**src/design/proto_pkg.sv**
```systemverilog
// Host word formats. Little-endian bit numbering, only LOOP and CMD words are acted on
package proto_pkg;

    localparam logic [7:0] HOST_MAGIC = 8'h77;  // Bits 7:0 of every accepted word

    // Type field in bits 9:8
    typedef enum logic [1:0] {
        RX_TLP  = 2'b00,  // Dropped here
        RX_CFG  = 2'b01,  // Dropped here
        RX_LOOP = 2'b10,
        RX_CMD  = 2'b11
    } rx_type_t;

    // Output stream tag
    typedef enum logic [1:0] {
        TAG_LOOP = 2'b10,
        TAG_RESP = 2'b11
    } tx_tag_t;

    // ----------------------------------------------------------
    // Incoming 64-bit word, two decodings of the same bits
    // ----------------------------------------------------------
    typedef struct packed {
        logic [31:0] payload;   // 63:32
        logic [19:0] rsvd;      // 31:12
        logic [1:0]  ctx;       // 11:10 returned with the payload
        rx_type_t    rtype;     // 9:8
        logic [7:0]  magic;     // 7:0
    } rx_loop_t;

    typedef struct packed {
        logic [15:0] value;     // 63:48 byte-swapped
        logic [15:0] mask;      // 47:32 byte-swapped
        logic [15:0] addr;      // 31:16 byte address, MSB picks RW bank
        logic [1:0]  rsvd_hi;   // 15:14
        logic        wr;        // 13
        logic        rd;        // 12
        logic [1:0]  rsvd_lo;   // 11:10
        rx_type_t    rtype;     // 9:8
        logic [7:0]  magic;     // 7:0
    } rx_cmd_t;

    typedef union packed {
        rx_loop_t loop;
        rx_cmd_t  cmd;
    } rx_word_u;

    // Buffer entry
    typedef struct packed {
        logic [1:0]  ctx;
        logic [31:0] data;
    } fifo_entry_t;

endpackage

```
**src/design/regmap_pkg.sv**
```systemverilog
// Register map and buffer sizing. Banks are byte addressed and reads are 16 bits wide
package regmap_pkg;

    // ----------------------------------------------------------
    // Bank geometry
    // ----------------------------------------------------------
    localparam int unsigned RO_BYTES = 16;
    localparam int unsigned RW_BYTES = 8;
    localparam int unsigned RO_AW    = $clog2(RO_BYTES);  // Byte offset bits inside RO
    localparam int unsigned RW_AW    = $clog2(RW_BYTES);  // Byte offset bits inside RW

    // Identity
    localparam logic [15:0] RO_MAGIC      = 16'hab89;
    localparam logic [15:0] RW_MAGIC      = 16'hefcd;
    localparam logic [7:0]  VERSION_MAJOR = 8'h01;
    localparam logic [7:0]  VERSION_MINOR = 8'h02;
    localparam logic [7:0]  DEVICE_ID     = 8'h05;
    localparam logic [31:0] CUSTOM_VALUE  = 32'hc0ffee01;

    // RW byte addresses
    localparam int unsigned RW_ADDR_CTRL    = 2;
    localparam int unsigned RW_ADDR_COUNT   = 4;
    localparam int unsigned RW_ADDR_SCRATCH = 6;
    localparam int unsigned CTRL_SEND_EN    = 0;  // Bit in CTRL

    localparam logic [15:0] COUNT_TAG_ADDR = 16'hfffe;  // Address field of a count word

    // Read-only image, byte 0 in the low bits
    localparam logic [RO_BYTES*8-1:0] RO_IMAGE = {
        CUSTOM_VALUE,                                   // +C
        8'h00, DEVICE_ID,                               // +A
        VERSION_MINOR, VERSION_MAJOR,                   // +8
        32'(RO_BYTES),                                  // +4
        16'h0000,                                       // +2
        RO_MAGIC                                        // +0
    };

    // Read-write reset image
    localparam logic [RW_BYTES*8-1:0] RW_RESET = {
        16'h0000,                                       // +6 scratch
        16'h0000,                                       // +4 send count
        16'h0000,                                       // +2 control flags
        RW_MAGIC                                        // +0
    };

    // Buffers
    localparam int unsigned FIFO_DEPTH = 16;
    localparam int unsigned FIFO_AFULL = 12;
    localparam int unsigned FIFO_PTR_W = $clog2(FIFO_DEPTH);

endpackage

```
**src/design/fifo_if.sv**
```systemverilog
// One buffer's write and read sides. Read side is show-ahead, full writes are dropped
`timescale 1ns/100ps

interface fifo_if
    import proto_pkg::*;
();

    // Write side
    logic        wr_en;         // Store on every clock it is high
    fifo_entry_t wr_data;
    logic        almost_full;   // Level flag for the producer

    // Read side
    logic        rd_en;         // Pops the entry shown this cycle
    fifo_entry_t rd_data;       // Oldest entry while rd_valid
    logic        rd_valid;

    modport producer (
        output wr_en, wr_data,
        input  almost_full
    );

    modport buffer (
        input  wr_en, wr_data, rd_en,
        output almost_full, rd_data, rd_valid
    );

    modport consumer (
        input  rd_data, rd_valid,
        output rd_en
    );

endinterface

```
**src/design/cmd_engine.sv**
```systemverilog
// Commands run as they arrive with no input buffering. Responses are lost if resp_q is full
`timescale 1ns/100ps

module cmd_engine
    import proto_pkg::*;
    import regmap_pkg::*;
(
    input  logic     clk,
    input  logic     rst,
    input  rx_word_u i_rx_data,
    input  logic     i_rx_valid,
    fifo_if.producer loop_q,
    fifo_if.producer resp_q
);

    // ----------------------------------------------------------
    // Routing
    // ----------------------------------------------------------
    logic        magic_ok;
    logic        is_loop;
    logic        is_cmd;

    assign magic_ok = i_rx_valid && (i_rx_data.loop.magic == HOST_MAGIC);
    assign is_loop  = magic_ok && (i_rx_data.loop.rtype == RX_LOOP);
    assign is_cmd   = magic_ok && (i_rx_data.cmd.rtype == RX_CMD);  // TLP and CFG fall out

    // ----------------------------------------------------------
    // Command decode
    // ----------------------------------------------------------
    logic [RW_BYTES*8-1:0] rw_q;        // RW bank contents
    logic [15:0]           cmd_addr;
    logic [14:0]           byte_off;
    logic                  bank_rw;
    logic [15:0]           cmd_value;
    logic [15:0]           cmd_mask;
    logic                  ro_hit;
    logic                  rw_hit;
    logic [RO_AW+2:0]      ro_bit;      // Bit offset into RO image
    logic [RW_AW+2:0]      rw_bit;      // Bit offset into RW bank
    logic [15:0]           rd_word;
    logic [15:0]           rw_old;
    logic [15:0]           rw_new;
    logic                  do_read;
    logic                  do_write;

    assign cmd_addr  = i_rx_data.cmd.addr;
    assign bank_rw   = cmd_addr[15];
    assign byte_off  = cmd_addr[14:0];
    assign cmd_value = {i_rx_data.cmd.value[7:0], i_rx_data.cmd.value[15:8]};  // Host order
    assign cmd_mask  = {i_rx_data.cmd.mask[7:0], i_rx_data.cmd.mask[15:8]};

    // A 16-bit access must fit in the bank
    assign ro_hit = !bank_rw && (byte_off <= 15'(RO_BYTES - 2));
    assign rw_hit =  bank_rw && (byte_off <= 15'(RW_BYTES - 2));
    assign ro_bit = {byte_off[RO_AW-1:0], 3'b000};
    assign rw_bit = {byte_off[RW_AW-1:0], 3'b000};

    assign rd_word = ro_hit ? RO_IMAGE[ro_bit +: 16] :
                     rw_hit ? rw_q[rw_bit +: 16]     : 16'h0000;  // Zero outside a bank

    // Masked merge
    assign rw_old = rw_q[rw_bit +: 16];
    assign rw_new = (rw_old & ~cmd_mask) | (cmd_value & cmd_mask);

    assign do_read  = is_cmd && i_rx_data.cmd.rd;
    assign do_write = is_cmd && i_rx_data.cmd.wr && rw_hit;     // RO bank never written

    // ----------------------------------------------------------
    // Send counter
    // ----------------------------------------------------------
    logic [15:0] send_count;
    logic        send_en;
    logic        do_count;

    assign send_count = rw_q[RW_ADDR_COUNT*8 +: 16];
    assign send_en    = rw_q[RW_ADDR_CTRL*8 + CTRL_SEND_EN];
    assign do_count   = !do_read && !do_write && !resp_q.almost_full &&
                        send_en && (send_count != 16'h0000);   // Lowest priority

    // Control state and register file
    always_ff @(posedge clk)
    begin
        if (rst)
        begin
            loop_q.wr_en <= 1'b0;
            resp_q.wr_en <= 1'b0;
            rw_q         <= RW_RESET;                   // Magic back, counter disarmed
        end
        else
        begin
            loop_q.wr_en <= is_loop;
            resp_q.wr_en <= do_read || do_count;
            if (do_write)
                rw_q[rw_bit +: 16] <= rw_new;
            else if (do_count)
                rw_q[RW_ADDR_COUNT*8 +: 16] <= send_count - 16'd1;  // Count down
        end
    end

    // Payload registers
    always_ff @(posedge clk)
    begin
        loop_q.wr_data.ctx  <= i_rx_data.loop.ctx;
        loop_q.wr_data.data <= i_rx_data.loop.payload;
        resp_q.wr_data.ctx  <= 2'b00;
        if (do_read)
            resp_q.wr_data.data <= {cmd_addr, rd_word[7:0], rd_word[15:8]};  // Swapped back
        else
            resp_q.wr_data.data <= {COUNT_TAG_ADDR, send_count};
    end

endmodule

```
**src/design/sync_fifo.sv**
```systemverilog
// Single clock show-ahead buffer of FIFO_DEPTH entries. Writes while full are dropped
`timescale 1ns/100ps

module sync_fifo
    import proto_pkg::*;
    import regmap_pkg::*;
(
    input  logic   clk,
    input  logic   rst,
    fifo_if.buffer q
);

    // ----------------------------------------------------------
    // Storage and pointers
    // ----------------------------------------------------------
    fifo_entry_t           store [FIFO_DEPTH];
    logic [FIFO_PTR_W-1:0] wr_ptr;          // Wraps at depth
    logic [FIFO_PTR_W-1:0] rd_ptr;
    logic [FIFO_PTR_W:0]   fill;            // One bit wider to reach full
    logic                  full;
    logic                  push;
    logic                  pop;

    assign full = (fill == (FIFO_PTR_W+1)'(FIFO_DEPTH));
    assign push = q.wr_en && !full;         // Entry lost when full
    assign pop  = q.rd_en && q.rd_valid;

    always_ff @(posedge clk)
    begin
        if (rst)
        begin
            wr_ptr <= '0;
            rd_ptr <= '0;
            fill   <= '0;
        end
        else
        begin
            if (push)
                wr_ptr <= wr_ptr + 1'b1;
            if (pop)
                rd_ptr <= rd_ptr + 1'b1;
            fill <= fill + (FIFO_PTR_W+1)'(push) - (FIFO_PTR_W+1)'(pop);
        end
    end

    // Memory write port
    always_ff @(posedge clk)
    begin
        if (push)
            store[wr_ptr] <= q.wr_data;
    end

    // Head shown directly
    assign q.rd_data     = store[rd_ptr];
    assign q.rd_valid    = (fill != '0);
    assign q.almost_full = (fill >= (FIFO_PTR_W+1)'(FIFO_AFULL));  // Producer slack

endmodule

```
**src/design/tx_arbiter.sv**
```systemverilog
// Fixed priority with loopback first. A busy loopback stream can starve responses
`timescale 1ns/100ps

module tx_arbiter
    import proto_pkg::*;
(
    input  logic        clk,
    input  logic        rst,
    fifo_if.consumer    loop_q,
    fifo_if.consumer    resp_q,
    output logic [31:0] o_tx_data,
    output tx_tag_t     o_tx_tag,
    output logic [1:0]  o_tx_ctx,
    output logic        o_tx_valid,
    input  logic        i_tx_ready
);

    // ----------------------------------------------------------
    // Selection
    // ----------------------------------------------------------
    logic        load_ok;                   // Output register free this cycle
    logic        pop_any;
    fifo_entry_t pick;

    assign load_ok = !o_tx_valid || i_tx_ready;
    assign pop_any = load_ok && (loop_q.rd_valid || resp_q.rd_valid);
    assign pick    = loop_q.rd_valid ? loop_q.rd_data : resp_q.rd_data;

    assign loop_q.rd_en = load_ok && loop_q.rd_valid;
    assign resp_q.rd_en = load_ok && !loop_q.rd_valid && resp_q.rd_valid;  // Only if loop idle

    // Valid and tag
    always_ff @(posedge clk)
    begin
        if (rst)
        begin
            o_tx_valid <= 1'b0;
            o_tx_tag   <= TAG_LOOP;
        end
        else if (load_ok)
        begin
            o_tx_valid <= pop_any;
            if (pop_any)
                o_tx_tag <= loop_q.rd_valid ? TAG_LOOP : TAG_RESP;
        end
    end

    // Payload held while stalled
    always_ff @(posedge clk)
    begin
        if (pop_any)
        begin
            o_tx_data <= pick.data;
            o_tx_ctx  <= pick.ctx;
        end
    end

endmodule

```
**src/design/fifo_ctl_top.sv**
```systemverilog
// Input has no back-pressure. Output transfers when o_tx_valid and i_tx_ready are both high
`timescale 1ns/100ps

module fifo_ctl_top
(
    input  logic        clk,
    input  logic        rst,
    input  logic [63:0] i_rx_data,          // Host word
    input  logic        i_rx_valid,
    output logic [31:0] o_tx_data,
    output logic [1:0]  o_tx_tag,           // 2'b10 loopback, 2'b11 response
    output logic [1:0]  o_tx_ctx,
    output logic        o_tx_valid,
    input  logic        i_tx_ready
);

    // ----------------------------------------------------------
    // Buffers between engine and arbiter
    // ----------------------------------------------------------
    fifo_if loop_q ();
    fifo_if resp_q ();

    cmd_engine u_cmd_engine (
        .clk        (clk),
        .rst        (rst),
        .i_rx_data  (i_rx_data),
        .i_rx_valid (i_rx_valid),
        .loop_q     (loop_q.producer),
        .resp_q     (resp_q.producer)
    );

    sync_fifo u_loop_fifo (
        .clk (clk),
        .rst (rst),
        .q   (loop_q.buffer)
    );

    sync_fifo u_resp_fifo (
        .clk (clk),
        .rst (rst),
        .q   (resp_q.buffer)
    );

    // Output mux and register
    tx_arbiter u_tx_arbiter (
        .clk        (clk),
        .rst        (rst),
        .loop_q     (loop_q.consumer),
        .resp_q     (resp_q.consumer),
        .o_tx_data  (o_tx_data),
        .o_tx_tag   (o_tx_tag),
        .o_tx_ctx   (o_tx_ctx),
        .o_tx_valid (o_tx_valid),
        .i_tx_ready (i_tx_ready)
    );

endmodule

```
**config.mk**
```make
export PLATFORM = sky130hd
export DESIGN_NAME = fifo_ctl_top
export DESIGN_NICKNAME = d
export VERILOG_FILES = /design/src/design/proto_pkg.sv /design/src/design/regmap_pkg.sv /design/src/design/fifo_if.sv /design/src/design/cmd_engine.sv /design/src/design/sync_fifo.sv /design/src/design/tx_arbiter.sv /design/src/design/fifo_ctl_top.sv
export SDC_FILE = /design/constraint.sdc
export NUM_CORES = 1
export LEC_CHECK = 0
export BUFFER_PORTS_ARGS = -buffer_cell sky130_fd_sc_hd__buf_4
export CAP_MARGIN = 30
export CORE_MARGIN = 8
export CORE_UTILIZATION = 40
export CTS_CLUSTER_DIAMETER = 40
export CTS_CLUSTER_SIZE = 30
export DETAILED_ROUTE_END_ITERATION = 10
export PLACE_DENSITY = 0.64
export SETUP_SLACK_MARGIN = 0.5
export SLEW_MARGIN = 10
export SYNTH_ARGS = -nofsm -noshare
export SYNTH_HDL_FRONTEND = slang
export SYNTH_SLANG_ARGS = --single-unit
```
**constraint.sdc**
```tcl
create_clock -name clk -period 3.8 [get_ports clk]
set_input_delay 0.57 -clock clk [delete_from_list [all_inputs] [get_ports clk]]
set_output_delay 0.57 -clock clk [all_outputs]
set_load 0.01 [all_outputs]
```
==> results.sh <==
export IMPL_status="completed"
export IMPL_met1_usage_pct=26.4
export IMPL_finalCritPeriodShare_pct=79.1
export IMPL_dieArea_um2=135000
export IMPL_worstSetupPathType="reg2reg"
export IMPL_hold_class="in2reg"
export IMPL_grt_usage_pct=18.4
export IMPL_fp_row_count=129
export IMPL_gp_congestion=0.955
export IMPL_clk_insertion_delay_late_ns=0.75
export IMPL_io_pins=105
export IMPL_met3_usage_pct=3.56
export IMPL_clockBufferDepth=3
export IMPL_rr_endpoint="u_loop_fifo.fill[4]$_SDFF_PP0_"
export IMPL_worst_path_max_fanout=7
export IMPL_path_clk_slew_ns=0.07
export IMPL_route_detailed_drc=0
export IMPL_postRouteAntennaNets=0
export IMPL_leakage_uw=0.0189
export IMPL_dpl_hpwl_mm=76.5
export IMPL_detail_route_iter0_violations=2761
export IMPL_crit_arrival_ns=3.67
export IMPL_critPathLaunchType="register"
export IMPL_crit_path_end_kind="register"
export IMPL_finalHoldViolCount=0
export IMPL_synth_top_area_share_pct=66.3
export IMPL_setup_violations=0
export IMPL_r2r_start="u_loop_fifo.fill[2]$_SDFF_PP0_"
export IMPL_synth_area_leaders="edfxtp_1, mux4_2, dfxtp_1"
export IMPL_min_period_ns=3.00
export IMPL_p_per_area_nw_per_um2=610
export IMPL_reg2reg_slack_ns=0.80
export IMPL_synth_cell_types=84
export IMPL_worstMarginPinSlew_ns=0.938
export IMPL_synth_commonest_cells="edfxtp_1, mux4_2, dfxtp_1"
export IMPL_netlist_instances=2485
export IMPL_overflow=0
export IMPL_design_core_area_um2=123000
export IMPL_initial_utilization_pct=40.1
export IMPL_synthesis_nets=2587
export IMPL_ctsHtreeMaxLevel=4
export IMPL_synth_edff_count=1090
export IMPL_syn_to_final_growth_pct=18.1
export IMPL_seq_area_frac_synth_pct=73.2
export IMPL_met2_usage_pct=28.1
export IMPL_yosysWarningCount=0
export IMPL_maxSlewHeadroom_pct=37.5
export IMPL_skew_ns=0.0381
export IMPL_syn_avg_cell_area_um2=19.9
export IMPL_min_to="u_cmd_engine.resp_q.wr_data[20]$_SDFF_PP1_"
export IMPL_via_per_inst=5.71
export IMPL_cts_sinks=1258
export IMPL_die_y_um=367
export IMPL_synth_ff_type="edfxtp_1"
export IMPL_yosys_cell_count_top_type="edfxtp_1"
export IMPL_final_layout_size_suffix_gt1_share_pct=32.0
export IMPL_routedWlPerCell_um=28.2
export IMPL_async_flop_share_pct=0
export IMPL_vias=25600
export IMPL_clockRootBuffer="clkbuf_16"
export IMPL_grt_pass1_vias=26400
export IMPL_critical_path_startpoint="u_loop_fifo.fill[2]$_SDFF_PP0_"
export IMPL_min_path_cells=2
export IMPL_finalNonFillerCells=4483
export IMPL_drt_pass1_iterations=5
export IMPL_drv_slew=0
export IMPL_dieWidth_um=367
export IMPL_cp_required_ns=4.47
export IMPL_rr_worst_depth=13
export IMPL_routed_wl_mm=126
export IMPL_busiest_layer="met2"
export IMPL_antenna_found_initial=15
export IMPL_portBuffers=101
export IMPL_grt_max_degree=79
export IMPL_rsz0062_at_grt="no"
export IMPL_yosysTopAreaCell="edfxtp_1"
export IMPL_cts_tree="built"
export IMPL_cts_inserted_buffers=143
export IMPL_layout_nets=2824
export IMPL_ys_ff_latch=1258
export IMPL_cap_violations=0
export IMPL_dp_cells=4177
export IMPL_netlist_area_um2=49300
export IMPL_grt_pass1_wl_mm=183
export IMPL_max_freq_mhz=333
export IMPL_ir_drop_mv=0.512
export IMPL_min_delay_start="i_rx_data[20]"
export IMPL_tns_ns=0
registers in the layout, indices dropped and copies added (netlist names), 5 cells and up, named ones only:
| signal | count |
|---|---|
| u_resp_fifo.store | 512 |
| u_resp_fifo.fill | 5 |
| u_cmd_engine.rw_q | 64 |
| u_cmd_engine.resp_q.wr_data | 32 |
| u_loop_fifo.fill | 5 |
| u_tx_arbiter.o_tx_data | 32 |
| u_loop_fifo.store | 544 |
| u_cmd_engine.loop_q.wr_data | 34 |
cell usage in the layout, fill, tap and decap left out, types with 33 or more instances in the layout:
cell              n
buf_12           33
buf_4           160
clkbuf_16       144
dfxtp_1         160
dlygate4sd3_1    36
edfxtp_1       1090
inv_1            36
inv_6            34
mux2_2           57
mux2i_1          43
mux4_2          332
nand2_1          93
nor2_1           85
o22ai_1          37
worst max path at each step:
stage	end	slack [ns]	cells past startpoint
floorplan	u_cmd_engine.rw_q[42]$_SDFFE_PP0P_	0.52	13
CTS	u_loop_fifo.fill[4]$_SDFF_PP0_	0.68	13
finish	u_loop_fifo.fill[4]$_SDFF_PP0_	0.80	13
global placement	u_cmd_engine.rw_q[40]$_SDFFE_PP0P_	0.44	9
global route	u_loop_fifo.fill[4]$_SDFF_PP0_	0.61	13
detailed placement	u_cmd_engine.rw_q[40]$_SDFFE_PP0P_	0.34	9
cell families (layout without fill, tap and decap cells):
logic type	after synthesis	after routing	share of synthesized area, %
AO/OA/AOI/OAI	209	209	2.93
XOR/XNOR	19	19	0.337
adder cells (fa/ha/maj)	34	34	0.893
buffers and inverters	174	534	1.62
flip-flops	1258	1258	73.2
multiplexers	433	433	17.4
other	1	2	0.00760
AND/OR/NAND/NOR	357	357	3.70
worst max-delay path, stage by stage (launching register included):
cell and delay [ns]:
dfxtp_1 0.32, inv_1 0.09, ha_1 0.19, nor4b_4 0.32, a21oi_1 0.07, buf_4 0.20, ha_1 0.29, inv_1 0.05
ha_1 0.21, fa_1 0.45, a21oi_1 0.15, nor2_1 0.07, or3_1 0.36, a21oi_1 0.15
final cells by class:
cell class                      instances  area, um2
Fill cell                           10100      64700
Sequential cell                      1258      36100
Multi-Input combinational cell       1053      12700
Clock buffer                          161       3730
Timing Repair Buffer                  229       2220
Tap cell                             1637       2050
Clock inverter                        107       1290
Inverter                               37        139
Antenna cell                            1       2.50
metal layers:
metal | vias to the layer above | share of wire, % | wire (um)
met5 | - | 0 | 0
met1 | 13600 | 43 | 54100
li1 | 10700 | - | -
met3 | 196 | 7.7 | 9770
met2 | 1116 | 46 | 58500
met4 | 0 | 3.2 | 4070
repair_timing:
item / in CTS / in global routing
gates resized for setup: 0 / 1
setup endpoints to repair: 0 / 1
buffers inserted: 0 / 0
hold endpoints to repair: 36 / 0
hold buffers: 36 / 0
stage by stage:
| step | power, uW | utilization (%) | hold slack [ns] | area [um2] | setup slack, ns |
|---|---|---|---|---|---|
| after CTS | 35900 | 47.4 | 0.00227 | 58200 | 0.684 |
| after floorplan | 19600 | - | 0.429 | 49400 | 0.517 |
| after global placement | 21500 | 43.0 | 0.443 | 52900 | 0.437 |
| after global routing | 36800 | 47.4 | 0.00436 | 58300 | 0.606 |
| final | 35600 | 47.4 | 0.0528 | 58300 | 0.796 |
| after detailed placement | 21600 | 43.0 | 0.445 | 52900 | 0.344 |
where the power goes:
part | switching, uW | internal [uW]
sequential | 533 | 15300
clock | 6020 | 8270
combinational | 2640 | 2770
Power figures use the tool's default switching activity.
